## src/common/rv64_pkg.sv

```systemverilog
package rv64_pkg;

    localparam int XLEN       = 64;
    localparam int ILEN       = 32;
    localparam int PC_W       = 40;  // physical fetch address
    localparam int BUS_ADDR_W = 39;  // Sv39-sized data bus
    localparam int REG_ADDR_W = 5;

    // major opcodes
    localparam logic [6:0] OP_LUI    = 7'b0110111;
    localparam logic [6:0] OP_AUIPC  = 7'b0010111;
    localparam logic [6:0] OP_JAL    = 7'b1101111;
    localparam logic [6:0] OP_JALR   = 7'b1100111;
    localparam logic [6:0] OP_BRANCH = 7'b1100011;
    localparam logic [6:0] OP_LOAD   = 7'b0000011;
    localparam logic [6:0] OP_STORE  = 7'b0100011;
    localparam logic [6:0] OP_IMM    = 7'b0010011;
    localparam logic [6:0] OP_IMM_W  = 7'b0011011;
    localparam logic [6:0] OP_REG    = 7'b0110011;
    localparam logic [6:0] OP_REG_W  = 7'b0111011;

    // funct3 branch conditions
    localparam logic [2:0] F3_BEQ  = 3'b000;
    localparam logic [2:0] F3_BNE  = 3'b001;
    localparam logic [2:0] F3_BLT  = 3'b100;
    localparam logic [2:0] F3_BGE  = 3'b101;
    localparam logic [2:0] F3_BLTU = 3'b110;
    localparam logic [2:0] F3_BGEU = 3'b111;

    // load/store size as sent on bus_ls_type
    localparam logic [2:0] LS_B  = 3'b000;
    localparam logic [2:0] LS_H  = 3'b001;
    localparam logic [2:0] LS_W  = 3'b010;
    localparam logic [2:0] LS_D  = 3'b011;
    localparam logic [2:0] LS_BU = 3'b100;
    localparam logic [2:0] LS_HU = 3'b101;
    localparam logic [2:0] LS_WU = 3'b110;

    typedef enum logic [4:0] {
        ALU_ADD, ALU_SUB, ALU_XOR, ALU_OR, ALU_AND,
        ALU_SLL, ALU_SRL, ALU_SRA, ALU_SLT, ALU_SLTU,
        ALU_ADDW, ALU_SUBW, ALU_SLLW, ALU_SRLW, ALU_SRAW,
        ALU_PASS_B,
        ALU_EQ, ALU_NE, ALU_LT, ALU_GE, ALU_LTU, ALU_GEU  // branch compares
    } alu_op_e;

    // one instruction word in six layouts
    typedef union packed {
        struct packed {
            logic [6:0] funct7;
            logic [4:0] rs2;
            logic [4:0] rs1;
            logic [2:0] funct3;
            logic [4:0] rd;
            logic [6:0] opcode;
        } r;
        struct packed {
            logic [11:0] imm;
            logic [4:0]  rs1;
            logic [2:0]  funct3;
            logic [4:0]  rd;
            logic [6:0]  opcode;
        } i;
        struct packed {
            logic [6:0] imm_hi;
            logic [4:0] rs2;
            logic [4:0] rs1;
            logic [2:0] funct3;
            logic [4:0] imm_lo;
            logic [6:0] opcode;
        } s;
        struct packed {
            logic       imm_12;
            logic [5:0] imm_10_5;
            logic [4:0] rs2;
            logic [4:0] rs1;
            logic [2:0] funct3;
            logic [3:0] imm_4_1;
            logic       imm_11;
            logic [6:0] opcode;
        } b;
        struct packed {
            logic [19:0] imm;
            logic [4:0]  rd;
            logic [6:0]  opcode;
        } u;
        struct packed {
            logic       imm_20;
            logic [9:0] imm_10_1;
            logic       imm_11;
            logic [7:0] imm_19_12;
            logic [4:0] rd;
            logic [6:0] opcode;
        } j;
    } instr_u;

endpackage

```

## src/hw/fetch_unit.sv

```systemverilog
`timescale 1ns/1ps

module fetch_unit import rv64_pkg::*; #(
    parameter logic [PC_W-1:0] RAM_BASE = '0
) (
    input  logic            clk,
    input  logic            reset,
    input  logic [ILEN-1:0] instruction_i,  // comb imem data at pc_o
    input  logic            redirect_i,
    input  logic [PC_W-1:0] redirect_pc_i,
    input  logic            stall_i,
    output logic [PC_W-1:0] pc_o,
    output instr_u          ir_o,
    output logic [PC_W-1:0] ir_pc_o,
    output logic            ir_valid_o
);

    // pc and valid flag
    always_ff @(posedge clk or negedge reset) begin
        if (!reset) begin
            pc_o       <= RAM_BASE;
            ir_valid_o <= 1'b0;  // first cycle is a bubble
        end else if (stall_i) begin
            pc_o       <= pc_o;  // load/store still on the bus
            ir_valid_o <= ir_valid_o;
        end else if (redirect_i) begin
            pc_o       <= redirect_pc_i;
            ir_valid_o <= 1'b0;  // kill the wrongly fetched word
        end else begin
            pc_o       <= pc_o + PC_W'(4);
            ir_valid_o <= 1'b1;
        end
    end

    // instruction register captured with its own address
    always_ff @(posedge clk) begin
        if (!stall_i) begin
            ir_o    <= instruction_i;
            ir_pc_o <= pc_o;
        end
    end

endmodule

```

## config.mk

```make
export PLATFORM = sky130hd
export DESIGN_NAME = fetch_unit
export DESIGN_NICKNAME = d
export VERILOG_FILES = /design/src/common/rv64_pkg.sv /design/src/hw/fetch_unit.sv
export SDC_FILE = /design/constraint.sdc
export NUM_CORES = 1
export LEC_CHECK = 0
export BUFFER_PORTS_ARGS = -buffer_cell sky130_fd_sc_hd__buf_2
export CAP_MARGIN = 20
export CORE_MARGIN = 5
export CORE_UTILIZATION = 55
export CTS_BUF_LIST = sky130_fd_sc_hd__clkbuf_8
export CTS_CLUSTER_DIAMETER = 80
export DETAILED_ROUTE_END_ITERATION = 12
export GPL_TIMING_DRIVEN = 1
export HOLD_SLACK_MARGIN = 0.08
export PLACE_DENSITY = 0.91
export SETUP_SLACK_MARGIN = 0.3
export SLEW_MARGIN = 30
export SYNTH_ARGS = -nofsm -noshare
export SYNTH_HDL_FRONTEND = slang
export SYNTH_SLANG_ARGS = --single-unit
```

## constraint.sdc

```tcl
create_clock -name clk -period 3.1 [get_ports clk]
set_input_delay 0.62 -clock clk [delete_from_list [all_inputs] [get_ports clk]]
set_output_delay 0.62 -clock clk [all_outputs]
set_load 0.01 [all_outputs]
```

==> out/results.ini <==
[clock_tree]
cts_tree = yes
clk_latency_ns = 0.43
max-clock-path-buffers = 2
htree_num_levels = 4
path_clk_slew_ns = 0.07
cts.sinks = 113
ctsResizeCount = 0
cts_root_buf = clkbuf_8
numCtsBuffers = 17
post-cts-setup-buffer-count = 0
holdBufCountCts = 0

[timing]
skew_ns = 0.00866
fin_crit_sh = 0.755
setup_violations = 0
grt_setup_unrepaired = no
slew_headroom = 0.525
finalSetupTns_ns = 0
setup_ws_ns = 0.760
finalMaxSlewViolations = 0
hold_viol_final = 0
maxClockFrequency_mhz = 427
tightestPinTransition_ns = 0.707
min_period_ns = 2.34

[run_status]
status = completed

[critical_path]
cp_top_family = simple AND/OR/NAND/NOR gates
cp_max_fo = 10
cp_slowest_cell = or4_1
path_buf_inv = 0
crit_arrival_ns = 2.64
cpPeakStageDelay_ns = 0.68
crit_path_start_kind = flop
path_class = reg -> reg
cp_cell_sequence = ha_1 > nand4_2 > or4_1 > o311ai_0 > nand3_1
setup.worst_path.end_class = flop
crit_required_ns = 3.40

[floorplan]
pin_count = 189
dieArea_sq_mm = 0.0112
die_x_microns = 106
start_util = 0.554
rows = 35
core_area_sq_mm = 0.00911
dieHeight_microns = 106

[global_route]
grt_overflow_total = 0
grt_pass1_vias = 4452
grt_max_degree = 66
track_usage = 0.257
grt_pass1_wl_microns = 22800
antenna_found_initial = 0

[route]
route.final.wire_length_microns = 14200
vias = 4496
ant_nets = 0
wl_per_cell_microns = 19.5
routed_via_density = 6.14
drc = 0
drt-initial-drc-count = 475
first_pass_iters = 5

[logic_synthesis]
syn_inst = 418
yosysSeqAreaShare = 0.632
ys_ff_latch = 113
yosysWarnings = 0
synth_area_sq_mm = 0.00505
synth_cell_type_count = 59
synth_nets = 495
synth_edf_count = 72
synth-main-ff-cell = edfxtp_1
synthArstFlopShare = 0.363
syn_avg_cell_area_sq_um = 12.1

[power_and_ir_drop]
vdd_drop_max_v = 0.000316
p_per_area_mw_per_mm2 = 623
total_leakage_power_nw = 2.73

[finish]
nNetsFinal = 685
final_util = 0.717
synthToLayoutAreaGrowth_pct = 29.3
layout-drive-gt1-share = 0.391
regArea_sq_mm = 0.00319
antenna_cells = 0
multiInputGateArea_sq_mm = 0.00171
num-fill-cells = 657

[placed_design]
place_ws_ns = 0.782
port_buffers = 188
dpl.hpwl_microns = 9790
gp_congestion = 0.906

[worst_hold_path]
hold_path.class = in -> async

[flow_run]
maxCapViolations = 0

[state kept, by name (all words and copies together), names as in the netlist]
signal,cells
pc_o,40
ir_o,32
ir_valid_o,1
ir_pc_o,40
[cells in the mapped netlist (2+ instances only)]
cell       count  share of area
o41a_1         3         0.0067
nand2_1       37          0.028
and4_1         5         0.0087
a21oi_1       15          0.015
mux2i_1        3         0.0059
o311ai_0       3         0.0052
a311o_1        4         0.0079
nand4_1        9          0.011
edfxtp_1      72           0.43
buf_1          4         0.0030
a31oi_1        2         0.0025
and3_1         6         0.0074
o41ai_2        2         0.0064
nor4_2         2         0.0050
nor3_1        15          0.015
nand3_1       16          0.016
a22oi_1        9          0.013
o2bb2ai_1      4         0.0069
o22ai_1        4         0.0050
inv_1         14          0.010
a311oi_1       3         0.0052
dfrtp_1       41           0.20
nor2_1        24          0.018
a211oi_1       4         0.0059
o21ai_0       17          0.017
nand2b_1       4         0.0050
nand4_2        2         0.0050
o41ai_1        4         0.0069
or3_1          7         0.0087
nor4_1        10          0.012
a32oi_1        2         0.0035
buf_2          4         0.0040
o311a_1        2         0.0040
o21a_1         5         0.0074
a41oi_1        2         0.0035
nor2b_1        4         0.0050
o22a_1         2         0.0035
clkbuf_1      18          0.013
o211ai_1      10          0.015
or4_1          5         0.0074
[per-stage QoR]
| step | std cells | instance area [sq um] | hold slack, ns | power, mW |
|---|---|---|---|---|
| 4_1_cts | 732 | 6520 | 0.353 | 4.08 |
| 3_3_place_gp | 700 | 6100 | 0.471 | 2.58 |
| 5_1_grt | 732 | 6530 | 0.212 | 4.26 |
| 3_5_place_dp | 700 | 6100 | 0.467 | 2.61 |
| 6_report | 732 | 6530 | 0.176 | 4.07 |
| 2_1_floorplan | 418 | 5050 | 0.324 | 2.28 |
[worst reg2reg max path: stages (launching register included)]
cell and delay, ns:
dfrtp_1 0.43, ha_1 0.28, nand4_2 0.29, or4_1 0.68, o311ai_0 0.42, nand3_1 0.11
[area by class of cell]
type,count,share of cell area
clock inverter,14,0.0265
timing repair buffer,198,0.156
tap,111,0.0213
sequential,113,0.488
inverter,14,0.00824
clock buffer,18,0.0380
multi-input combinational,264,0.262
[power breakdown]
group | internal (mW) | switching [mW]
logic | 0.261 | 0.365
clock network | 0.881 | 0.596
registers | 1.79 | 0.171
[cells in the final DEF, fill, tap and decap left out, types with 11 or more instances in the layout]
cell type / n
edfxtp_1: 72
a21oi_1: 15
nor3_1: 15
nor2_1: 24
nand3_1: 16
nand2_1: 37
buf_4: 11
inv_1: 16
o21ai_0: 17
buf_2: 187
clkbuf_8: 18
dfrtp_1: 41
[cell families after synthesis]
group	share of synthesized area
AND/OR/NAND/NOR	0.172
buffers and inverters	0.0330
flip-flops	0.632
AO/OA/AOI/OAI	0.153
adder cells (fa/ha/maj)	0.00248
multiplexers	0.00818
[worst paths after layout]
| check | from | to | slack (ns) | cells past startpoint |
|---|---|---|---|---|
| max | pc_o[2] | pc_o[30] | 0.76 | 5 |
| min | reset | pc_o[17] | 0.18 | 1 |
| max reg2reg | pc_o[2] | pc_o[30] | 0.76 | 5 |
| min reg2reg | pc_o[1] | ir_pc_o[1] | 0.49 | 0 |
| max in group asynchronous | reset | pc_o[15] | 2.53 | 1 |
| min in group clk | instruction_i[12] | ir_o[12] | 0.36 | 1 |
[layer usage]
metal / vias to the layer above / GRT usage / part of all wire
li1: 2015 / - / -
met2: 248 / 0.437 / 0.50
met3: 31 / 0.0772 / 0.081
met5: - / 0 / 0
met4: 0 / 0.0907 / 0.021
met1: 2202 / 0.311 / 0.39
(Power assumes the default switching activity.)
