<file path="src/common/rv64_pkg.sv">
package rv64_pkg;

    localparam int XLEN       = 64;
    localparam int ILEN       = 32;
    localparam int PC_W       = 40;  // physical fetch address
    localparam int BUS_ADDR_W = 39;  // Sv39-sized data bus
    localparam int REG_ADDR_W = 5;

    // major opcodes
    localparam logic [6:0] OP_LUI    = 7'b0110111;
    localparam logic [6:0] OP_AUIPC  = 7'b0010111;
    localparam logic [6:0] OP_JAL    = 7'b1101111;
    localparam logic [6:0] OP_JALR   = 7'b1100111;
    localparam logic [6:0] OP_BRANCH = 7'b1100011;
    localparam logic [6:0] OP_LOAD   = 7'b0000011;
    localparam logic [6:0] OP_STORE  = 7'b0100011;
    localparam logic [6:0] OP_IMM    = 7'b0010011;
    localparam logic [6:0] OP_IMM_W  = 7'b0011011;
    localparam logic [6:0] OP_REG    = 7'b0110011;
    localparam logic [6:0] OP_REG_W  = 7'b0111011;

    // funct3 branch conditions
    localparam logic [2:0] F3_BEQ  = 3'b000;
    localparam logic [2:0] F3_BNE  = 3'b001;
    localparam logic [2:0] F3_BLT  = 3'b100;
    localparam logic [2:0] F3_BGE  = 3'b101;
    localparam logic [2:0] F3_BLTU = 3'b110;
    localparam logic [2:0] F3_BGEU = 3'b111;

    // load/store size as sent on bus_ls_type
    localparam logic [2:0] LS_B  = 3'b000;
    localparam logic [2:0] LS_H  = 3'b001;
    localparam logic [2:0] LS_W  = 3'b010;
    localparam logic [2:0] LS_D  = 3'b011;
    localparam logic [2:0] LS_BU = 3'b100;
    localparam logic [2:0] LS_HU = 3'b101;
    localparam logic [2:0] LS_WU = 3'b110;

    typedef enum logic [4:0] {
        ALU_ADD, ALU_SUB, ALU_XOR, ALU_OR, ALU_AND,
        ALU_SLL, ALU_SRL, ALU_SRA, ALU_SLT, ALU_SLTU,
        ALU_ADDW, ALU_SUBW, ALU_SLLW, ALU_SRLW, ALU_SRAW,
        ALU_PASS_B,
        ALU_EQ, ALU_NE, ALU_LT, ALU_GE, ALU_LTU, ALU_GEU  // branch compares
    } alu_op_e;

    // one instruction word in six layouts
    typedef union packed {
        struct packed {
            logic [6:0] funct7;
            logic [4:0] rs2;
            logic [4:0] rs1;
            logic [2:0] funct3;
            logic [4:0] rd;
            logic [6:0] opcode;
        } r;
        struct packed {
            logic [11:0] imm;
            logic [4:0]  rs1;
            logic [2:0]  funct3;
            logic [4:0]  rd;
            logic [6:0]  opcode;
        } i;
        struct packed {
            logic [6:0] imm_hi;
            logic [4:0] rs2;
            logic [4:0] rs1;
            logic [2:0] funct3;
            logic [4:0] imm_lo;
            logic [6:0] opcode;
        } s;
        struct packed {
            logic       imm_12;
            logic [5:0] imm_10_5;
            logic [4:0] rs2;
            logic [4:0] rs1;
            logic [2:0] funct3;
            logic [3:0] imm_4_1;
            logic       imm_11;
            logic [6:0] opcode;
        } b;
        struct packed {
            logic [19:0] imm;
            logic [4:0]  rd;
            logic [6:0]  opcode;
        } u;
        struct packed {
            logic       imm_20;
            logic [9:0] imm_10_1;
            logic       imm_11;
            logic [7:0] imm_19_12;
            logic [4:0] rd;
            logic [6:0] opcode;
        } j;
    } instr_u;

endpackage

</file>
<file path="src/exec/load_store_unit.sv">
`timescale 1ns/1ps

module load_store_unit import rv64_pkg::*; (
    input  logic                  clk,
    input  logic                  reset,
    input  logic                  is_load_i,
    input  logic                  is_store_i,
    input  logic [2:0]            ls_type_i,
    input  logic [XLEN-1:0]       addr_i,
    input  logic [XLEN-1:0]       store_data_i,
    input  logic [XLEN-1:0]       alu_result_i,
    input  logic [REG_ADDR_W-1:0] rd_addr_i,
    input  logic                  rd_we_i,
    input  logic                  bus_read_done_i,
    input  logic                  bus_write_done_i,
    input  logic [XLEN-1:0]       bus_read_data_i,
    output logic [BUS_ADDR_W-1:0] bus_address_o,
    output logic [XLEN-1:0]       bus_write_data_o,
    output logic                  bus_write_enable_o,
    output logic                  bus_read_enable_o,
    output logic [2:0]            bus_ls_type_o,
    output logic                  stall_o,
    output logic                  rd_we_o,
    output logic [REG_ADDR_W-1:0] rd_addr_o,
    output logic [XLEN-1:0]       rd_data_o
);

    logic            wait_q;  // high while waiting for done
    logic            mem_op;
    logic            done;
    logic [XLEN-1:0] load_ext;

    assign mem_op = is_load_i || is_store_i;
    assign done   = wait_q && (is_load_i ? bus_read_done_i : bus_write_done_i);

    always_ff @(posedge clk or negedge reset) begin
        if (!reset)
            wait_q <= 1'b0;
        else if (done)
            wait_q <= 1'b0;
        else if (mem_op)
            wait_q <= 1'b1;  // enable went out this cycle
    end

    // single-cycle enable in the first held cycle
    assign bus_read_enable_o  = !wait_q && is_load_i;
    assign bus_write_enable_o = !wait_q && is_store_i;
    assign bus_address_o      = addr_i[BUS_ADDR_W-1:0];
    assign bus_ls_type_o      = ls_type_i;
    assign stall_o            = mem_op && !done;  // released in the done cycle

    // store data trimmed to its size
    always_comb begin
        case (ls_type_i[1:0])
            2'b00:   bus_write_data_o = {56'b0, store_data_i[7:0]};
            2'b01:   bus_write_data_o = {48'b0, store_data_i[15:0]};
            2'b10:   bus_write_data_o = {32'b0, store_data_i[31:0]};
            default: bus_write_data_o = store_data_i;
        endcase
    end

    // load extension by size and sign
    always_comb begin
        case (ls_type_i)
            LS_B:    load_ext = {{56{bus_read_data_i[7]}}, bus_read_data_i[7:0]};
            LS_H:    load_ext = {{48{bus_read_data_i[15]}}, bus_read_data_i[15:0]};
            LS_W:    load_ext = {{32{bus_read_data_i[31]}}, bus_read_data_i[31:0]};
            LS_BU:   load_ext = {56'b0, bus_read_data_i[7:0]};
            LS_HU:   load_ext = {48'b0, bus_read_data_i[15:0]};
            LS_WU:   load_ext = {32'b0, bus_read_data_i[31:0]};
            default: load_ext = bus_read_data_i;  // ld
        endcase
    end

    // write-back with loads only on done
    assign rd_we_o   = rd_we_i && (!is_load_i || done);
    assign rd_addr_o = rd_addr_i;
    assign rd_data_o = is_load_i ? load_ext : alu_result_i;

endmodule

</file>
<file path="config.mk">
export PLATFORM = sky130hd
export DESIGN_NAME = load_store_unit
export DESIGN_NICKNAME = d
export VERILOG_FILES = /design/src/common/rv64_pkg.sv /design/src/exec/load_store_unit.sv
export SDC_FILE = /design/constraint.sdc
export NUM_CORES = 1
export LEC_CHECK = 0
export ABC_AREA = 1
export BUFFER_PORTS_ARGS = -buffer_cell sky130_fd_sc_hd__clkbuf_2
export CELL_PAD_IN_SITES_DETAIL_PLACEMENT = 0
export CELL_PAD_IN_SITES_GLOBAL_PLACEMENT = 1
export CORE_AREA = 2 2 177 179
export DETAILED_ROUTE_END_ITERATION = 8
export DIE_AREA = 0 0 179 181
export PLACE_DENSITY = 0.59
export SETUP_SLACK_MARGIN = 0.15
export SKIP_CTS_REPAIR_TIMING = 1
export SYNTH_ARGS = -nofsm -noshare
export SYNTH_HDL_FRONTEND = slang
export SYNTH_SLANG_ARGS = --single-unit
export TNS_END_PERCENT = 50
</file>
<file path="constraint.sdc">
create_clock -name clk -period 1.1 [get_ports clk]
set_clock_uncertainty 0.05 [all_clocks]
set_input_delay 0.055 -clock clk [delete_from_list [all_inputs] [get_ports clk]]
set_output_delay 0.055 -clock clk [all_outputs]
set_load 0.02 [all_outputs]
</file>
==> results.yml <==
status:
  status: "finished with violations"
  violations: "setup timing"
drt:
  drt_iter0_drc: 65
  vias_per_cell: 3.21
  ant_nets: 0
  dr.pass1.iters: 4
  drt_wl_total_mm: 14.0
  drcViolationCount: 0
  wire_per_inst_um: 11.9
  vias: 3773
synthesis:
  syn_avg_cell_area_um2: 4.80
  yosysWarnings: 0
  ys_seq_area_share_pct: 1.02
  netlist_area_mm2: 0.00246
  ys_ff_latch: 1
  synth.net_count: 784
  ys_types: 21
  syn_inst: 513
floorplanning:
  row_count: 64
  coreArea_mm2: 0.0303
  die_w_um: 179
  start_util_pct: 8.12
  io_pins: 450
  die_h_um: 181
  die_area_mm2: 0.0324
timing:
  layout_min_cycle_time_ps: 1210
  rsz0062_at_grt: "true"
  setup_violations: 47
  fmax_mhz: 825
  period_share_pct: 110
  hold_viol_final: 0
  maxSlewViolCount: 0
  relSlewSlack_pct: 83.3
  tightestPinTransition_ps: 249
  setup_ws_ps: -112
place:
  place_area_mm2: 0.00444
  dp_hpwl_mm: 12.0
  place.gp.congestion: 0.742
  dp.cells: 1172
  port_buffers: 320
grt:
  grt_max_degree: 50
  grt_pass1_vias: 3391
  antenna_found_initial: 0
  grt_pass1_wl_mm: 19.0
  grt_overflow: 0
  grt_usage_pct: 7.53
setup_path:
  worst-r2r-setup-slack_ps: 310
  reg2reg_to: "wait_q"
  crit_path_end_kind: "output pin"
  crit_type: "primary input to output pin"
  arrival_ps: 1110
  worstReg2RegStart: "wait_q"
  crit_fanout: 12
  start_kind: "primary input"
  rr_worst_depth: 3
  required_ps: 1000
worst_hold_path:
  hold_path_class: "primary input to output pin"
  holdPathStages: 0
  min_from: "addr_i[10]"
  holdPathEnd: "bus_address_o[10]"
power:
  total_power_w: 0.00231
  power_density_mw_per_mm2: 478
  peakVddDrop_mv: 0.118
  power_leakage_nw: 3.02
cts:
  clk_latency_ps: 0
final_layout:
  syn2layout_area_growth_pct: 95.5
  nets: 1052
  n_antenna_cell: 0
  largest_reg_flops: 1
  drive_above_1_share_pct: 56.2
  final_area_mm2: 0.00482
  top_register: "wait_q"
  fin_cells: 1175
  reg.largest.list: "wait_q: 1 flops"
job:
  drv_cap: 0
==> Yosys cell counts (all sizes together) <==
| library cell | number | area [um^2] |
|---|---|---|
| a21oi | 1 | 5.00 |
| a22oi | 1 | 7.51 |
| a31oi | 7 | 43.8 |
| buf | 75 | 549 |
| clkbuf | 10 | 37.5 |
| dfrtp | 1 | 25.0 |
| inv | 78 | 293 |
| nand2 | 139 | 544 |
| nand3 | 2 | 27.5 |
| nor2 | 172 | 753 |
| nor3b | 1 | 7.51 |
| o21ai | 9 | 45.0 |
| o21bai | 16 | 120 |
| or2 | 1 | 6.26 |
==> cell families after synthesis <==
kind of cell           count (synthesis)  synth area share [%]
buffers and inverters                163                  35.7
flip-flops                             1                  1.02
AO/OA/AOI/OAI                         34                  8.98
AND/OR/NAND/NOR                      315                  54.3
==> routing by layer <==
metal | vias to the layer above | routed length [um] | GRT usage (%)
met4 | 0 | 254 | 1.07
met1 | 1588 | 5250 | 8.32
met3 | 28 | 1210 | 1.39
met5 | - | 0 | 0
met2 | 200 | 7240 | 14.9
li1 | 1957 | - | -
==> worst max path at each step <==
stage	depth (start not counted)	slack [ps]	to	startpoint
after global placement	8	-340	rd_data_o[31]	ls_type_i[1]
final	10	-110	rd_data_o[33]	ls_type_i[0]
after detailed placement	8	-350	rd_data_o[31]	ls_type_i[1]
after CTS	8	-350	rd_data_o[31]	ls_type_i[1]
after global routing	10	-190	rd_data_o[59]	ls_type_i[0]
after floorplan	4	40	rd_data_o[10]	is_load_i
==> area by class of cell <==
cell class	count	area, um^2
well taps	396	495
repair buffers	350	2150
flip-flops and latches	1	25.0
inverters	78	293
multi-input cells	350	1850
fillers	3560	25500
==> cell usage in the layout (no fill, tap or decap), types with 2 or more instances in the layout <==
cell	Yosys	layout
buf_6	5	20
buf_2	13	8
o21bai_1	16	16
nand2_4	3	3
nand2_1	136	127
o21ai_0	9	9
buf_12	0	9
a31oi_1	7	4
inv_2	2	2
nor2_1	131	105
buf_8	0	5
buf_4	57	35
nor2_4	1	30
nor2_2	40	37
nand2_8	0	2
clkbuf_2	0	272
inv_1	76	76
nand2_2	0	8
a31oi_2	0	3
==> report_power, final <==
group          switching (W)  leakage [nW]  total [W]  internal [W]
sequential        0.00000476        0.0111  0.0000483     0.0000435
clock                      0             0          0             0
combinational        0.00127          3.01    0.00226      0.000987
==> per-stage QoR <==
stage	worst slack (ps)	util [%]	TNS (ps)	hold slack, ps
6_report	-112	15.9	-3200	60.0
5_1_grt	-190	15.9	-7220	60.0
4_1_cts	-353	14.6	-17760	-202
3_5_place_dp	-349	14.6	-17310	-202
3_3_place_gp	-343	14.6	-15610	-203
2_1_floorplan	35.3	-	0	-291
==> worst max-delay path, stage by stage <==
cell and delay, ps:
buf_8 110, buf_12 130, nand2_4 50, inv_2 40, nand2_4 80, nand3_4 140
buf_12 190, nor2_2 140, nor2_4 40, clkbuf_2 150
Note: power is estimated with default switching activity, not from simulation.
