===== config.mk =====
export PLATFORM = sky130hd
export DESIGN_NAME = exec_alu
export DESIGN_NICKNAME = d
export VERILOG_FILES = /design/src/common/rv64_pkg.sv /design/src/exec/exec_alu.sv
export SDC_FILE = /design/constraint.sdc
export NUM_CORES = 1
export LEC_CHECK = 0
export ABC_CLOCK_PERIOD_IN_PS = 13100
export BUFFER_PORTS_ARGS = -buffer_cell sky130_fd_sc_hd__buf_2
export CORE_ASPECT_RATIO = 1.25
export CORE_MARGIN = 10
export CORE_UTILIZATION = 30
export DETAILED_ROUTE_END_ITERATION = 16
export PLACE_DENSITY_LB_ADDON = 0.08
export SYNTH_ARGS = -nofsm -noshare
export SYNTH_HDL_FRONTEND = slang
export SYNTH_SLANG_ARGS = --single-unit

===== constraint.sdc =====
create_clock -name vclk -period 13.1
set_input_delay 3.93 -clock vclk [all_inputs]
set_output_delay 3.93 -clock vclk [all_outputs]
set_load 0.005 [all_outputs]

===== src/common/rv64_pkg.sv =====
package rv64_pkg;

    localparam int XLEN       = 64;
    localparam int ILEN       = 32;
    localparam int PC_W       = 40;  // physical fetch address
    localparam int BUS_ADDR_W = 39;  // Sv39-sized data bus
    localparam int REG_ADDR_W = 5;

    // major opcodes
    localparam logic [6:0] OP_LUI    = 7'b0110111;
    localparam logic [6:0] OP_AUIPC  = 7'b0010111;
    localparam logic [6:0] OP_JAL    = 7'b1101111;
    localparam logic [6:0] OP_JALR   = 7'b1100111;
    localparam logic [6:0] OP_BRANCH = 7'b1100011;
    localparam logic [6:0] OP_LOAD   = 7'b0000011;
    localparam logic [6:0] OP_STORE  = 7'b0100011;
    localparam logic [6:0] OP_IMM    = 7'b0010011;
    localparam logic [6:0] OP_IMM_W  = 7'b0011011;
    localparam logic [6:0] OP_REG    = 7'b0110011;
    localparam logic [6:0] OP_REG_W  = 7'b0111011;

    // funct3 branch conditions
    localparam logic [2:0] F3_BEQ  = 3'b000;
    localparam logic [2:0] F3_BNE  = 3'b001;
    localparam logic [2:0] F3_BLT  = 3'b100;
    localparam logic [2:0] F3_BGE  = 3'b101;
    localparam logic [2:0] F3_BLTU = 3'b110;
    localparam logic [2:0] F3_BGEU = 3'b111;

    // load/store size as sent on bus_ls_type
    localparam logic [2:0] LS_B  = 3'b000;
    localparam logic [2:0] LS_H  = 3'b001;
    localparam logic [2:0] LS_W  = 3'b010;
    localparam logic [2:0] LS_D  = 3'b011;
    localparam logic [2:0] LS_BU = 3'b100;
    localparam logic [2:0] LS_HU = 3'b101;
    localparam logic [2:0] LS_WU = 3'b110;

    typedef enum logic [4:0] {
        ALU_ADD, ALU_SUB, ALU_XOR, ALU_OR, ALU_AND,
        ALU_SLL, ALU_SRL, ALU_SRA, ALU_SLT, ALU_SLTU,
        ALU_ADDW, ALU_SUBW, ALU_SLLW, ALU_SRLW, ALU_SRAW,
        ALU_PASS_B,
        ALU_EQ, ALU_NE, ALU_LT, ALU_GE, ALU_LTU, ALU_GEU  // branch compares
    } alu_op_e;

    // one instruction word in six layouts
    typedef union packed {
        struct packed {
            logic [6:0] funct7;
            logic [4:0] rs2;
            logic [4:0] rs1;
            logic [2:0] funct3;
            logic [4:0] rd;
            logic [6:0] opcode;
        } r;
        struct packed {
            logic [11:0] imm;
            logic [4:0]  rs1;
            logic [2:0]  funct3;
            logic [4:0]  rd;
            logic [6:0]  opcode;
        } i;
        struct packed {
            logic [6:0] imm_hi;
            logic [4:0] rs2;
            logic [4:0] rs1;
            logic [2:0] funct3;
            logic [4:0] imm_lo;
            logic [6:0] opcode;
        } s;
        struct packed {
            logic       imm_12;
            logic [5:0] imm_10_5;
            logic [4:0] rs2;
            logic [4:0] rs1;
            logic [2:0] funct3;
            logic [3:0] imm_4_1;
            logic       imm_11;
            logic [6:0] opcode;
        } b;
        struct packed {
            logic [19:0] imm;
            logic [4:0]  rd;
            logic [6:0]  opcode;
        } u;
        struct packed {
            logic       imm_20;
            logic [9:0] imm_10_1;
            logic       imm_11;
            logic [7:0] imm_19_12;
            logic [4:0] rd;
            logic [6:0] opcode;
        } j;
    } instr_u;

endpackage


===== src/exec/exec_alu.sv =====
`timescale 1ns/1ps

module exec_alu import rv64_pkg::*; (
    input  alu_op_e         alu_op_i,
    input  logic [XLEN-1:0] op_a_i,
    input  logic [XLEN-1:0] op_b_i,
    input  logic            is_branch_i,
    input  logic            is_jump_i,
    input  logic [PC_W-1:0] target_i,
    input  logic [XLEN-1:0] link_i,
    output logic [XLEN-1:0] result_o,
    output logic            redirect_o,
    output logic [PC_W-1:0] redirect_pc_o
);

    logic [XLEN-1:0] sum;
    logic [XLEN-1:0] diff;
    logic [31:0]     word;     // low half of a word op
    logic            is_word;
    logic            eq, lt_s, lt_u;
    logic            taken;    // branch compare holds

    assign sum  = op_a_i + op_b_i;
    assign diff = op_a_i - op_b_i;
    assign eq   = op_a_i == op_b_i;
    assign lt_s = $signed(op_a_i) < $signed(op_b_i);
    assign lt_u = op_a_i < op_b_i;

    always_comb begin
        result_o = '0;
        word     = '0;
        is_word  = 1'b0;
        taken    = 1'b0;
        case (alu_op_i)
            ALU_ADD:    result_o = sum;
            ALU_SUB:    result_o = diff;
            ALU_XOR:    result_o = op_a_i ^ op_b_i;
            ALU_OR:     result_o = op_a_i | op_b_i;
            ALU_AND:    result_o = op_a_i & op_b_i;
            ALU_SLL:    result_o = op_a_i << op_b_i[5:0];
            ALU_SRL:    result_o = op_a_i >> op_b_i[5:0];
            ALU_SRA:    result_o = $signed(op_a_i) >>> op_b_i[5:0];
            ALU_SLT:    result_o = {{(XLEN-1){1'b0}}, lt_s};
            ALU_SLTU:   result_o = {{(XLEN-1){1'b0}}, lt_u};
            ALU_PASS_B: result_o = op_b_i;  // lui
            ALU_ADDW: begin
                is_word = 1'b1;
                word    = sum[31:0];
            end
            ALU_SUBW: begin
                is_word = 1'b1;
                word    = diff[31:0];
            end
            ALU_SLLW: begin
                is_word = 1'b1;
                word    = op_a_i[31:0] << op_b_i[4:0];
            end
            ALU_SRLW: begin
                is_word = 1'b1;
                word    = op_a_i[31:0] >> op_b_i[4:0];
            end
            ALU_SRAW: begin
                is_word = 1'b1;
                word    = $signed(op_a_i[31:0]) >>> op_b_i[4:0];
            end
            ALU_EQ:  taken = eq;
            ALU_NE:  taken = !eq;
            ALU_LT:  taken = lt_s;
            ALU_GE:  taken = !lt_s;
            ALU_LTU: taken = lt_u;
            default: taken = !lt_u;  // geu
        endcase
        if (is_word)
            result_o = {{32{word[31]}}, word};  // sign-extend word results
        if (is_jump_i)
            result_o = link_i;  // jal/jalr write pc+4
    end

    assign redirect_o    = is_jump_i || (is_branch_i && taken);
    assign redirect_pc_o = target_i;

endmodule


==> results of run 1 <==
==> per-layer routing <==
layer,GRT usage (%),share of wire [%],vias up
met5,0,0.056,-
met4,18.5,6.2,14
met3,7.82,11,368
met2,55.3,43,2030
met1,46.5,40,14900
li1,-,-,12600
==> synthesized netlist by cell type, types with 24 or more instances <==
master,number
buf_1,47
nor3_1,68
a221o_1,26
mux2i_1,117
a31oi_1,33
buf_2,30
inv_1,218
a21o_1,36
nor2_1,422
a22oi_1,44
clkbuf_1,191
ha_1,200
mux2_2,30
o22ai_1,43
nor4_1,36
o221ai_1,24
o21ai_0,261
nand2_1,292
o21bai_1,33
buf_4,40
o31ai_1,37
o211ai_1,43
o21a_1,24
a221oi_1,50
nand4_1,37
nand3_1,49
a211oi_1,53
a21oi_1,344
mux4_2,114
==> kinds of logic (layout without fill, tap and decap cells) <==
family	Yosys count	in the layout
compound gates	1268	1268
simple gates	1027	1027
buf+inv	533	621
mux	261	261
fa+ha+maj	202	202
xor+xnor	25	25
other cells	0	5
==> critical path, stage by stage <==
cell      delay, ns
buf_6          0.10
buf_4          0.64
inv_2          0.58
ha_1           0.50
a21oi_1        0.40
a21oi_1        0.17
a22oi_1        0.86
mux2i_1        0.53
a221oi_1       0.37
o211ai_1       0.16
o32a_1         0.40
buf_2          0.14
==> layout make-up <==
class	instances	area share [%]
antenna	5	0.0515
inverter	223	3.46
multi-input combinational	2783	81.7
tap	952	4.90
timing repair buffer	398	9.92
==> path summary, 6_finish.rpt <==
check | start | end | slack [ns] | depth (start not counted)
setup / recovery | op_b_i[0] | result_o[58] | 0.31 | 12
hold / removal | target_i[10] | redirect_pc_o[10] | 7.86 | 0
==> through the flow <==
step	cell area, um2	cells
final	24300	4361
after global routing	24300	4356
after CTS	24300	4356
after detailed placement	24300	4356
after global placement	24300	4356
after floorplan	22000	3316
==> results by group, run 1 <==
Timing
  • Final min period: 12.79 ns
  • Slew Viols, Final: 0
  • Max Clk Rate: 78.2 MHz
  • Worst hold margin: 7.86 ns
  • Fin Setup TNS: 0 ns
  • Setup repair after global routing missed its margin: no
  • Final worst-path cycle share: 97.6%
  • Final setup violation count: 0
  • Setup slack after layout: 0.309 ns
  • Slew of the pin with the lowest slew margin: 1.49 ns
  • Rel. slew slack: 0.00239%
  • Fin. Hold Viols: 0

CTS
  • Setup Buffers After CTS: 0
  • CTS Hold Buffers Added: 0
  • Post-cts resize count: 0

Cells and area
  • Most frequent cells in the layout: nor2_1, a21oi_1, nand2_1
  • Area of the multi-input gates: 19800 um2
  • Seq Cell Count: 0
  • Clock buffers: 0
  • Final-layout fill cell count: 8222
  • Final core utilization: 33.6%
  • Layout cell share with drive strength beyond 1: 17.1%
  • Commonest non-fill, non-tap cell in the layout: nor2_1
  • FF/Latch Area: 0 um2
  • Layout Nets: 3847
  • P&R area growth vs syn: 10.4%

Critical path
  • Critical Path AT: 8.86 ns
  • Critical path class: input port to primary output
  • Crit end category: primary output
  • Worst path required time: 9.17 ns
  • Worst Setup Start Kind: input port
  • CP max FO: 59

Yosys
  • Yosys warns: 0
  • Avg Inst Size Synth: 6.63 um2
  • Synth unique cells: 84
  • Syn_nets: 3757
  • Post-synthesis simple-gate area fraction: 20.6%
  • Xor and xnor fraction of the mapped netlist area: 0.995%
  • Top cell type's share of synthesized area: 11.7%
  • Seq/Total Area, Yosys: 0%
  • Syn Inst Count: 3316
  • Main area contributors after synthesis: mux4_2, ha_1, a21oi_1
  • Mux contribution to synthesized area: 18.5%
  • Synth Cell Area: 22000 um2
  • Yosys top cell by area: mux4_2
  • Compound-Gate Fraction of Synth Area: 38.3%
  • Largest family of logic cells by synthesized area: compound AO/OA/AOI/OAI gates
  • Post-Synth Adder-Cell Area: 11.6%

Hold path
  • Hold Path Class: input port to primary output

Route
  • Post-DRT Antenna Nets: 0
  • WL/cell: 37.2 um
  • Final WL: 162 mm
  • DR iter-0 viols: 4279
  • Vias: 29900
  • Detailed-route DRC error count: 0
  • Drt first pass iters: 6
  • Vias per cell: 6.87

Global route
  • Antenna violations before repair: 14
  • GRT Util Overall: 35.9%
  • Pin count of the biggest net entering global routing: 130
  • Grt total ovfl: 0
  • Global-route wire length before repair: 224 mm
  • Vias in the first global route: 28400

Floorplan
  • Chip Width: 262 um
  • Initial Utilization: 30.4%
  • Die Ht: 323 um
  • Num rows: 110
  • Core area: 72400 um2
  • Die area: 84600 um2
  • Ports: 344

Placed design
  • RePlAce Congestion: 1.07
  • Place WS: 0.458 ns
  • Port bufs: 264
  • DP HPWL: 132 mm

Job
  • Max-Cap Viols: 1

Run status
  • Violated checks: capacitance limit
  • Status: finished with violations
==> run 2: changes to the inputs <==
- ABC_CLOCK_PERIOD_IN_PS: 13100 -> 13600
- clock period: 13.1 -> 13.6 ns (I/O delays scaled with it)
==> results by group, run 2 (synthesis results as in run 1) <==
Critical path
  • Worst path required time: 9.52 ns (+0.35 ns)
  • Crit end category: primary output
  • Critical Path AT: 8.84 ns (-0.02 ns)
  • Worst Setup Start Kind: input port
  • CP max FO: 47 (-20%)
  • Critical path class: input port to primary output

Hold path
  • Hold Path Class: input port to primary output

Floorplan
  • Core area: 72400 um2 (unchanged)
  • Chip Width: 262 um (unchanged)
  • Num rows: 110 (unchanged)
  • Ports: 344 (unchanged)
  • Initial Utilization: 30.4% (unchanged)
  • Die Ht: 323 um (unchanged)
  • Die area: 84600 um2 (unchanged)

Timing
  • Setup slack after layout: 0.677 ns (+0.368 ns)
  • Rel. slew slack: 6.09% (+6.1 points)
  • Setup repair after global routing missed its margin: no
  • Final worst-path cycle share: 95.0%
  • Fin. Hold Viols: 0 (unchanged)
  • Slew of the pin with the lowest slew margin: 1.39 ns (-0.0924 ns)
  • Slew Viols, Final: 0 (unchanged)
  • Final setup violation count: 0 (unchanged)
  • Fin Setup TNS: 0 ns (unchanged)
  • Final min period: 12.92 ns
  • Worst hold margin: 8.16 ns (+0.300 ns)
  • Max Clk Rate: 77.4 MHz

Global route
  • Antenna violations before repair: 14 (unchanged)
  • Pin count of the biggest net entering global routing: 138 (+6.2%)
  • GRT Util Overall: 36.4% (+0.51 points)
  • Vias in the first global route: 28500 (+0.27%)
  • Global-route wire length before repair: 226 mm (+1.0%)
  • Grt total ovfl: 0 (unchanged)

Route
  • WL/cell: 38.1 um (+2.4%)
  • Post-DRT Antenna Nets: 0 (unchanged)
  • DR iter-0 viols: 4506 (+5.3%)
  • Vias: 30300 (+1.1%)
  • Detailed-route DRC error count: 0 (unchanged)
  • Drt first pass iters: 7 (+1)
  • Final WL: 166 mm (+2.1%)
  • Vias per cell: 6.96 (+1.4%)

Placed design
  • Placed inst area: 24200 um2 (-0.26%)
  • Port bufs: 264 (unchanged)
  • RePlAce Congestion: 1.06 (-0.32%)
  • Place WS: 0.777 ns (+0.319 ns)
  • Dpl cells: 4345 (-0.25%)
  • DP HPWL: 134 mm (+2.0%)

Cells and area
  • Final-layout fill cell count: 8214 (-0.097%)
  • P&R area growth vs syn: 10.1%
  • Area of the multi-input gates: 19900 um2 (about the same)
  • Layout cell share with drive strength beyond 1: 16.9% (-0.24 points)
  • Fin area: 24200 um2 (-0.28%)
  • Clock buffers: 0 (unchanged)
  • Most frequent cells in the layout: nor2_1, a21oi_1, nand2_1
  • FF/Latch Area: 0 um2 (unchanged)
  • Seq Cell Count: 0 (unchanged)
  • Final instance count without filler cells: 4348 (-0.30%)
  • Layout Nets: 3836 (-0.29%)
  • Commonest non-fill, non-tap cell in the layout: nor2_1

Power and ir drop
  • Leak: 10.1 nW
  • PwrDens: 49.8 nW/um2
  • Peak VDD IR: 0.0000325 V

Job
  • Max-Cap Viols: 0 (-1)

CTS
  • Setup Buffers After CTS: 0 (unchanged)
  • CTS Hold Buffers Added: 0 (unchanged)
  • Post-cts resize count: 0 (unchanged)

Run status
  • Status: completed
-- run 2: cell count changes in the layout (fill, tap and decap cells not counted), sizes merged --
cell and delta:
buf -11, diode -2
-- run 2: per-layer routing --
metal	share of wire [%]	wire (um)	vias to the layer above	GRT usage, %
li1	-	-	12600	-
met1	40	66300	15000	46.7
met2	44	72100	2209	57.0
met3	10	17300	431	7.94
met4	5.9	9840	20	17.9
met5	0.073	121	-	0
-- run 2: final timing paths --
check	startpoint	end	cells after the start
hold / removal	target_i[10]	redirect_pc_o[10]	0
setup / recovery	op_b_i[1]	result_o[19]	11
-- run 2: cell type report --
class | count | share of cell area [%]
diodes | 3 | 0.0310
inverters | 223 | 3.47
multi-input cells | 2783 | 81.9
well taps | 952 | 4.92
repair buffers | 387 | 9.66
-- run 2: per-stage QoR --
step | power, mW | util [%]
floorplan | 0.660 | -
global placement | 1.16 | 33.5
detailed placement | 1.16 | 33.5
CTS | 1.16 | 33.5
global route | 1.25 | 33.5
finish | 1.21 | 33.5
-- run 2: where the power goes --
group	internal (mW)	leakage, nW	switching (mW)
combinational	0.377	10.1	0.829
clock	0.00000000786	0.0000206	0
sequential	0	0	0
total	0.377	10.1	0.829
-- run 2: worst max-delay path, stage by stage --
cell       delay, ns
buf_6           0.22
buf_4           0.65
buf_4           0.65
mux4_2          0.47
mux4_2          0.60
nand3_1         0.31
nand4_1         0.40
a221o_1         0.38
a21oi_1         0.66
a2bb2oi_1       0.15
buf_2           0.16
Power figures use the tool's default switching activity.
