[src/common/rv64_pkg.sv]
package rv64_pkg;

    localparam int XLEN       = 64;
    localparam int ILEN       = 32;
    localparam int PC_W       = 40;  // physical fetch address
    localparam int BUS_ADDR_W = 39;  // Sv39-sized data bus
    localparam int REG_ADDR_W = 5;

    // major opcodes
    localparam logic [6:0] OP_LUI    = 7'b0110111;
    localparam logic [6:0] OP_AUIPC  = 7'b0010111;
    localparam logic [6:0] OP_JAL    = 7'b1101111;
    localparam logic [6:0] OP_JALR   = 7'b1100111;
    localparam logic [6:0] OP_BRANCH = 7'b1100011;
    localparam logic [6:0] OP_LOAD   = 7'b0000011;
    localparam logic [6:0] OP_STORE  = 7'b0100011;
    localparam logic [6:0] OP_IMM    = 7'b0010011;
    localparam logic [6:0] OP_IMM_W  = 7'b0011011;
    localparam logic [6:0] OP_REG    = 7'b0110011;
    localparam logic [6:0] OP_REG_W  = 7'b0111011;

    // funct3 branch conditions
    localparam logic [2:0] F3_BEQ  = 3'b000;
    localparam logic [2:0] F3_BNE  = 3'b001;
    localparam logic [2:0] F3_BLT  = 3'b100;
    localparam logic [2:0] F3_BGE  = 3'b101;
    localparam logic [2:0] F3_BLTU = 3'b110;
    localparam logic [2:0] F3_BGEU = 3'b111;

    // load/store size as sent on bus_ls_type
    localparam logic [2:0] LS_B  = 3'b000;
    localparam logic [2:0] LS_H  = 3'b001;
    localparam logic [2:0] LS_W  = 3'b010;
    localparam logic [2:0] LS_D  = 3'b011;
    localparam logic [2:0] LS_BU = 3'b100;
    localparam logic [2:0] LS_HU = 3'b101;
    localparam logic [2:0] LS_WU = 3'b110;

    typedef enum logic [4:0] {
        ALU_ADD, ALU_SUB, ALU_XOR, ALU_OR, ALU_AND,
        ALU_SLL, ALU_SRL, ALU_SRA, ALU_SLT, ALU_SLTU,
        ALU_ADDW, ALU_SUBW, ALU_SLLW, ALU_SRLW, ALU_SRAW,
        ALU_PASS_B,
        ALU_EQ, ALU_NE, ALU_LT, ALU_GE, ALU_LTU, ALU_GEU  // branch compares
    } alu_op_e;

    // one instruction word in six layouts
    typedef union packed {
        struct packed {
            logic [6:0] funct7;
            logic [4:0] rs2;
            logic [4:0] rs1;
            logic [2:0] funct3;
            logic [4:0] rd;
            logic [6:0] opcode;
        } r;
        struct packed {
            logic [11:0] imm;
            logic [4:0]  rs1;
            logic [2:0]  funct3;
            logic [4:0]  rd;
            logic [6:0]  opcode;
        } i;
        struct packed {
            logic [6:0] imm_hi;
            logic [4:0] rs2;
            logic [4:0] rs1;
            logic [2:0] funct3;
            logic [4:0] imm_lo;
            logic [6:0] opcode;
        } s;
        struct packed {
            logic       imm_12;
            logic [5:0] imm_10_5;
            logic [4:0] rs2;
            logic [4:0] rs1;
            logic [2:0] funct3;
            logic [3:0] imm_4_1;
            logic       imm_11;
            logic [6:0] opcode;
        } b;
        struct packed {
            logic [19:0] imm;
            logic [4:0]  rd;
            logic [6:0]  opcode;
        } u;
        struct packed {
            logic       imm_20;
            logic [9:0] imm_10_1;
            logic       imm_11;
            logic [7:0] imm_19_12;
            logic [4:0] rd;
            logic [6:0] opcode;
        } j;
    } instr_u;

endpackage

[src/hw/instr_decode.sv]
`timescale 1ns/1ps

module instr_decode import rv64_pkg::*; (
    input  instr_u                ir_i,
    input  logic [PC_W-1:0]       ir_pc_i,
    input  logic                  ir_valid_i,
    input  logic [XLEN-1:0]       rs1_data_i,
    input  logic [XLEN-1:0]       rs2_data_i,
    output logic [REG_ADDR_W-1:0] rs1_addr_o,
    output logic [REG_ADDR_W-1:0] rs2_addr_o,
    output alu_op_e               alu_op_o,
    output logic [XLEN-1:0]       op_a_o,
    output logic [XLEN-1:0]       op_b_o,
    output logic [XLEN-1:0]       store_data_o,
    output logic                  is_load_o,
    output logic                  is_store_o,
    output logic                  is_branch_o,
    output logic                  is_jump_o,
    output logic [2:0]            ls_type_o,
    output logic [REG_ADDR_W-1:0] rd_addr_o,
    output logic                  rd_we_o,
    output logic [XLEN-1:0]       link_o,
    output logic [PC_W-1:0]       target_o
);

    logic [6:0]      opcode;
    logic [2:0]      funct3;
    logic            alt;  // funct7[5] picks sub and sra
    logic            writes_rd;
    logic [XLEN-1:0] imm_i, imm_s, imm_b, imm_u, imm_j;
    logic [XLEN-1:0] jalr_sum;

    assign opcode = ir_i.r.opcode;
    assign funct3 = ir_i.r.funct3;
    assign alt    = ir_i.r.funct7[5];

    // immediates through the format views
    assign imm_i = {{52{ir_i.i.imm[11]}}, ir_i.i.imm};
    assign imm_s = {{52{ir_i.s.imm_hi[6]}}, ir_i.s.imm_hi, ir_i.s.imm_lo};
    assign imm_b = {{51{ir_i.b.imm_12}}, ir_i.b.imm_12, ir_i.b.imm_11,
                    ir_i.b.imm_10_5, ir_i.b.imm_4_1, 1'b0};
    assign imm_u = {{32{ir_i.u.imm[19]}}, ir_i.u.imm, 12'b0};
    assign imm_j = {{43{ir_i.j.imm_20}}, ir_i.j.imm_20, ir_i.j.imm_19_12,
                    ir_i.j.imm_11, ir_i.j.imm_10_1, 1'b0};

    assign rs1_addr_o   = ir_i.r.rs1;
    assign rs2_addr_o   = ir_i.r.rs2;
    assign rd_addr_o    = ir_i.r.rd;
    assign ls_type_o    = funct3;
    assign store_data_o = rs2_data_i;  // sized later in the lsu

    assign is_load_o   = ir_valid_i && opcode == OP_LOAD;
    assign is_store_o  = ir_valid_i && opcode == OP_STORE;
    assign is_branch_o = ir_valid_i && opcode == OP_BRANCH;
    assign is_jump_o   = ir_valid_i && (opcode == OP_JAL || opcode == OP_JALR);
    assign rd_we_o     = ir_valid_i && writes_rd;

    assign link_o   = XLEN'(ir_pc_i + PC_W'(4));
    assign jalr_sum = rs1_data_i + imm_i;

    // jump/branch target
    always_comb begin
        if (opcode == OP_JALR)
            target_o = {jalr_sum[PC_W-1:1], 1'b0};
        else if (opcode == OP_JAL)
            target_o = ir_pc_i + imm_j[PC_W-1:0];
        else
            target_o = ir_pc_i + imm_b[PC_W-1:0];
    end

    // alu control and operands
    always_comb begin
        alu_op_o  = ALU_ADD;
        op_a_o    = rs1_data_i;
        op_b_o    = rs2_data_i;
        writes_rd = 1'b0;
        case (opcode)
            OP_LUI: begin
                alu_op_o  = ALU_PASS_B;
                op_b_o    = imm_u;
                writes_rd = 1'b1;
            end
            OP_AUIPC: begin
                op_a_o    = XLEN'(ir_pc_i);
                op_b_o    = imm_u;
                writes_rd = 1'b1;
            end
            OP_JAL, OP_JALR: writes_rd = 1'b1;  // alu passes the link
            OP_LOAD: begin
                op_b_o    = imm_i;  // base + offset
                writes_rd = 1'b1;
            end
            OP_STORE: op_b_o = imm_s;
            OP_BRANCH: begin
                case (funct3)
                    F3_BEQ:  alu_op_o = ALU_EQ;
                    F3_BNE:  alu_op_o = ALU_NE;
                    F3_BLT:  alu_op_o = ALU_LT;
                    F3_BGE:  alu_op_o = ALU_GE;
                    F3_BLTU: alu_op_o = ALU_LTU;
                    default: alu_op_o = ALU_GEU;
                endcase
            end
            OP_IMM, OP_IMM_W, OP_REG, OP_REG_W: begin
                writes_rd = 1'b1;
                if (opcode == OP_IMM || opcode == OP_IMM_W)
                    op_b_o = imm_i;  // shamt sits in the low bits
                case (funct3)
                    3'b000:  alu_op_o = (alt && (opcode == OP_REG || opcode == OP_REG_W))
                                        ? ALU_SUB : ALU_ADD;
                    3'b001:  alu_op_o = ALU_SLL;
                    3'b010:  alu_op_o = ALU_SLT;
                    3'b011:  alu_op_o = ALU_SLTU;
                    3'b100:  alu_op_o = ALU_XOR;
                    3'b101:  alu_op_o = alt ? ALU_SRA : ALU_SRL;
                    3'b110:  alu_op_o = ALU_OR;
                    default: alu_op_o = ALU_AND;
                endcase
                // 32-bit word forms
                if (opcode == OP_IMM_W || opcode == OP_REG_W) begin
                    case (alu_op_o)
                        ALU_SUB: alu_op_o = ALU_SUBW;
                        ALU_SLL: alu_op_o = ALU_SLLW;
                        ALU_SRL: alu_op_o = ALU_SRLW;
                        ALU_SRA: alu_op_o = ALU_SRAW;
                        default: alu_op_o = ALU_ADDW;
                    endcase
                end
            end
            default: writes_rd = 1'b0;  // unknown opcode runs as a nop
        endcase
    end

endmodule

[config.mk]
export PLATFORM = sky130hd
export DESIGN_NAME = instr_decode
export DESIGN_NICKNAME = d
export VERILOG_FILES = /design/src/common/rv64_pkg.sv /design/src/hw/instr_decode.sv
export SDC_FILE = /design/constraint.sdc
export NUM_CORES = 1
export LEC_CHECK = 0
export CELL_PAD_IN_SITES_DETAIL_PLACEMENT = 0
export CELL_PAD_IN_SITES_GLOBAL_PLACEMENT = 1
export CORE_AREA = 3 3 205 207
export DETAILED_ROUTE_END_ITERATION = 8
export DIE_AREA = 0 0 208 210
export DONT_BUFFER_PORTS = 1
export PLACE_DENSITY_LB_ADDON = 0.1
export SYNTH_ARGS = -nofsm -noshare
export SYNTH_HDL_FRONTEND = slang
export SYNTH_SLANG_ARGS = --single-unit
[constraint.sdc]
create_clock -name vclk -period 9.01
set_clock_uncertainty 0.1 [all_clocks]
set_input_delay 1.802 -clock vclk [all_inputs]
set_output_delay 1.802 -clock vclk [all_outputs]
set_load 0.05 [all_outputs]
==> results.sh, run 1 <==
export IMPL_worst_setup_path_type="in -> out"
export IMPL_routabilityCongestion=0.7905
export IMPL_cts_setup_buffers=0
export IMPL_crit_path_end_kind="primary output"
export IMPL_start_util=0.1911
export IMPL_regArea_um2=0
export IMPL_syn_cell_area_mm2=0.007750
export IMPL_die_x_um=208
export IMPL_cp_arrival_ns=5.85
export IMPL_yosys_warnings=0
export IMPL_worst_slack_ns=1.261
export IMPL_wl_per_cell_um=25.43
export IMPL_grt_overflow=0
export IMPL_row_count=74
export IMPL_final_cell_mix="nand2_1, a21oi_1, ha_1"
export IMPL_yosys_area_top_type_share=0.1243
export IMPL_cp_num_buf_inv=1
export IMPL_ctsHoldBuffers=0
export IMPL_cts_resized=0
export IMPL_avgSynthCellArea_um2=6.864
export IMPL_slowest_delay_ns=0.43
export IMPL_period_share=0.8600
export IMPL_min_path_cells=0
export IMPL_cpLargestDelayFamily="compound AO/OA/AOI/OAI gates"
export IMPL_p_leak_nw=3.390
export IMPL_final_area_mm2=0.007946
export IMPL_powerDensity_mw_per_mm2=104.2
export IMPL_vias=8034
export IMPL_cp_max_fo=13
export IMPL_drive_above_1_share=0.1130
export IMPL_place_area_mm2=0.007941
export IMPL_max_slew_margin=0.1927
export IMPL_grt_first_pass_wirelength_um=56800
export IMPL_max_freq_mhz=129.0
export IMPL_hp_class="in -> out"
export IMPL_setup_violations=0
export IMPL_portBuffers=0
export IMPL_antenna_found_initial=8
export IMPL_via_per_inst=5.091
export IMPL_fin_crit_ns=7.749
export IMPL_syn_inst=1129
export IMPL_wirelength_um=40130
export IMPL_drc=0
export IMPL_drv_slew=0
export IMPL_critPathLaunchType="primary input"
export IMPL_tightest_slew_ns=1.204
export IMPL_grt_usage=0.1699
export IMPL_required_ns=7.11
export IMPL_worstHoldStart="ir_i[11]"
export IMPL_finalHoldViolCount=0
export IMPL_syn2layout_area_growth_pct=2.535
export IMPL_synth_top_cell_by_area="ha_1"
export IMPL_first_pass_iters=5
export IMPL_hold_path_end="rd_addr_o[4]"
export IMPL_synth_cell_types=68
export IMPL_rsz0062_at_grt="no"
export IMPL_place_hpwl_um=34920
export IMPL_ys_top_cells_by_area="ha_1, buf_4, a21o_1"
export IMPL_cp_cell_sequence="nand4_1, nor3b_1, buf_4, and2_1, nor2_1, a21o_1, ha_1, a211oi_1, o21ai_0, a221o_1, a32oi_1, a21boi_0, o21ai_0, a21oi_1, a211oi_1, a31o_2"
export IMPL_finish_utilization=0.1959
export IMPL_final_net_count=1326
export IMPL_layout_commonest_cell="nand2_1"
export IMPL_clock_buffers=0
export IMPL_synth_seq_area_share=0
export IMPL_ios=525
export IMPL_die_area_mm2=0.04368
export IMPL_ir_drop_v=0.00003782
export IMPL_grt_pass1_vias=8126
export IMPL_die_h_um=210
export IMPL_grt_max_degree=60
export IMPL_seq_cells=0
export IMPL_drt_iter0_markers=340
export IMPL_cap_violations=0
export IMPL_pre_cts_ws_ns=1.243
export IMPL_outcome="completed"
export IMPL_drtAntennaViolNets=0
export IMPL_setup_tns_ns=0
export IMPL_fp_coreArea_mm2=0.04055
export IMPL_slowest_stage="and2_1"
-- metrics by stage --
| stage | instances | power [W] | hold WS, ns |
|---|---|---|---|
| 6_report | 1578 | 0.0008279 | 3.504 |
| 5_1_grt | 1578 | 0.0008863 | 3.504 |
| 4_1_cts | 1576 | 0.0008374 | 3.504 |
| 3_5_place_dp | 1576 | 0.0008344 | 3.504 |
| 3_3_place_gp | 1576 | 0.0008411 | 3.504 |
| 2_1_floorplan | 1151 | 0.0007794 | 3.671 |
-- final cells by class --
cell class	count	area, µm²
Inverter	39	146.4
Multi-Input combinational cell	960	6792
Tap cell	532	665.6
Fill cell	4727	32610
Timing Repair Buffer	45	337.8
Antenna cell	2	5.005
-- kinds of logic (layout without fill, tap and decap cells) --
kind of cell             after synthesis  count (layout)  share of synthesized area
adder cells (fa/ha/maj)               79              79                     0.1295
multiplexers                          47              47                    0.06716
AND/OR/NAND/NOR                      341             341                     0.2123
AO/OA/AOI/OAI                        376             376                     0.3398
XOR/XNOR                              94              94                     0.1062
other                                  1              25                  0.0004839
buffers and inverters                191              84                     0.1445
-- metal layers --
metal / up-vias / routed length [µm] / GRT usage / part of all wire
li1: 3837 / - / - / -
met1: 3839 / 16100 / 0.2021 / 0.40
met2: 317 / 20530 / 0.3163 / 0.51
met3: 33 / 2747 / 0.04078 / 0.068
met4: 8 / 708 / 0.02558 / 0.018
met5: - / 50 / 0 / 0.0012
-- worst max-delay path by stage --
stage	start	endpoint	slack, ns	cells past startpoint
after floorplan	ir_i[6]	target_o[32]	1.39	16
after global placement	ir_i[5]	target_o[37]	1.30	16
after detailed placement	ir_i[5]	target_o[37]	1.24	16
after CTS	ir_i[5]	target_o[37]	1.21	16
after global routing	ir_i[5]	target_o[37]	0.84	16
final	ir_i[5]	target_o[37]	1.26	16
-- report_power, final --
part | internal (W) | total [W] | switching (W)
Combinational | 0.000226 | 0.000828 | 0.000602
Clock | 0.0000000000302 | 0.0000000000302 | 0
Sequential | 0 | 0 | 0
-- Yosys cell counts, types with 7 or more instances --
cell      instances
nand2_1         111
buf_4           107
a21oi_1          79
ha_1             77
a21o_1           75
o21ai_0          73
nor2_1           71
xnor2_1          61
mux2_2           40
clkbuf_1         39
inv_1            39
xor2_1           33
nor2b_1          31
nand3_1          25
nor3_1           22
a221o_1          21
o21a_1           19
nand4_1          17
and3_1           16
o31ai_1          15
and2_1           13
a211oi_1         11
nand2b_1         11
a31oi_1           9
o211ai_1          8
mux2i_1           7
o21bai_1          7
Power figures use the tool's default switching activity.
==> inputs of run 2 (changes only) <==
ABC_AREA = 1   (was default)
==> results.sh, run 2 <==
export IMPL_wirelength_um=59750
export IMPL_place_area_mm2=0.009231
export IMPL_portBuffers=0
export IMPL_powerDensity_mw_per_mm2=91.93
export IMPL_rsz0062_at_grt="no"
export IMPL_ys_top_cells_by_area="nand2_1, inv_1, ha_1"
export IMPL_syn_cell_area_mm2=0.009251
export IMPL_die_h_um=210
export IMPL_hp_class="in -> out"
export IMPL_wl_per_cell_um=26.87
export IMPL_syn_inst=1783
export IMPL_regArea_um2=0
export IMPL_yosysMostFrequentCell="nand2_1"
export IMPL_multi_input_area_mm2=0.007252
export IMPL_final_net_count=1970
export IMPL_cp_max_fo=19
export IMPL_yosys_area_top_type_share=0.1696
export IMPL_synth_cell_types=50
export IMPL_place_hpwl_um=53450
export IMPL_cap_violations=0
export IMPL_drt_iter0_markers=715
export IMPL_vias=11120
export IMPL_seq_cells=0
export IMPL_cp_arrival_ns=5.77
export IMPL_cts_setup_buffers=0
export IMPL_routabilityCongestion=0.9258
export IMPL_drtAntennaViolNets=0
export IMPL_grt_pass1_vias=10960
export IMPL_max_freq_mhz=130.3
export IMPL_crit_path_end_kind="primary output"
export IMPL_ios=525
export IMPL_setup_violations=0
export IMPL_die_area_mm2=0.04368
export IMPL_worstHoldStart="ir_i[11]"
export IMPL_grt_first_pass_wirelength_um=82120
export IMPL_slowest_delay_ns=0.64
export IMPL_first_pass_iters=6
export IMPL_outcome="completed"
export IMPL_tightest_slew_ns=1.465
export IMPL_drc=0
export IMPL_syn2layout_area_growth_pct=-0.1082
export IMPL_final_area_mm2=0.009241
export IMPL_max_slew_margin=0.01645
export IMPL_cts_resized=0
export IMPL_synth_top_cell_by_area="nand2_1"
export IMPL_synth_seq_area_share=0
export IMPL_critPathLaunchType="primary input"
export IMPL_required_ns=7.11
export IMPL_filler_cell_count=4964
export IMPL_grt_overflow=0
export IMPL_yosys_warnings=0
export IMPL_drv_slew=0
export IMPL_avgSynthCellArea_um2=5.189
export IMPL_final_cell_mix="nand2_1, inv_1, nor2_1"
export IMPL_slowest_stage="o21ai_1"
export IMPL_via_per_inst=4.999
export IMPL_clock_buffers=0
export IMPL_setup_tns_ns=0
export IMPL_die_x_um=208
export IMPL_ir_drop_v=0.00002684
export IMPL_antenna_found_initial=8
export IMPL_finalHoldViolCount=0
export IMPL_drive_above_1_share=0.03969
export IMPL_worst_setup_path_type="in -> out"
export IMPL_ys_top_cells_by_count="nand2_1, inv_1, nor2_1"
export IMPL_row_count=74
export IMPL_start_util=0.2281
export IMPL_fin_crit_ns=7.677
export IMPL_ctsHoldBuffers=0
export IMPL_layout_commonest_cell="nand2_1"
export IMPL_cp_startpoint="ir_i[5]"
export IMPL_fp_coreArea_mm2=0.04055
export IMPL_period_share=0.8520
export IMPL_grt_usage=0.2568
export IMPL_p_leak_nw=4.697
export IMPL_grt_max_degree=67
export IMPL_cp_cell_sequence="inv_2, nor3_2, nand4_1, o21ai_0, ha_1, fa_1, nand2_1, o21ai_1, a21oi_1, o21ai_0, nand2_1, nand2_1, o21ai_0, o21ai_1"
-- run 2: changes by cell type after synthesis, moves of 64 or more --
cell	before	now
a21o_1	75	6
inv_1	39	303
nand2_1	111	418
nand3_1	25	89
nor2_1	71	199
o21ai_0	73	184
-- run 2: cell families (layout without fill, tap and decap cells) --
group / after synthesis / in the layout / synth area share
AO/OA/AOI/OAI: 393 / 393 / 0.2361
XOR/XNOR: 49 / 49 / 0.04639
buffers and inverters: 447 / 330 / 0.2272
other: 1 / 27 / 0.0004053
multiplexers: 1 / 1 / 0.001217
AND/OR/NAND/NOR: 813 / 813 / 0.3802
adder cells (fa/ha/maj): 79 / 79 / 0.1085
-- run 2: worst paths after layout --
path	cells after the start	end	slack, ns
hold / removal	0	rd_addr_o[4]	3.50
setup / recovery	14	target_o[23]	1.33
-- run 2: area by class of cell --
class	count	share of cell area
Multi-Input combinational cell	1358	0.7847
Inverter	310	0.1259
Tap cell	532	0.07203
Timing Repair Buffer	20	0.01625
Antenna cell	4	0.001083
-- run 2: metrics by stage --
step | utilization | hold slack (ns) | setup slack (ns) | std cells | total power [W]
6_report | 0.2279 | 3.504 | 1.333 | 2224 | 0.0008496
5_1_grt | 0.2278 | 3.504 | 1.029 | 2223 | 0.0009141
4_1_cts | 0.2276 | 3.504 | 1.405 | 2220 | 0.0008518
3_5_place_dp | 0.2276 | 3.504 | 1.403 | 2220 | 0.0008491
3_3_place_gp | 0.2276 | 3.504 | 1.449 | 2220 | 0.0008536
2_1_floorplan | - | 3.671 | 1.983 | 1805 | 0.0007573
-- run 2: worst max-delay path, delay by kind of cell --
kind	cells	cell delay, ns
buffers and inverters	1	0.04
adder cells (fa/ha/maj)	2	0.56
AND/OR/NAND/NOR	5	1.15
AO/OA/AOI/OAI	6	2.20
-- run 2: routing by layer --
layer | GRT usage | part of all wire | vias to the layer above
li1 | - | - | 5476
met1 | 0.3327 | 0.44 | 5106
met2 | 0.4355 | 0.46 | 485
met3 | 0.06266 | 0.076 | 49
met4 | 0.05417 | 0.025 | 2
met5 | 0 | 0.00020 | -
-- run 2: report_power, final --
group                 total, W     internal [W]  switching (W)
clock network  0.0000000000608  0.0000000000607              0
registers                    0                0              0
logic                 0.000850         0.000164       0.000686
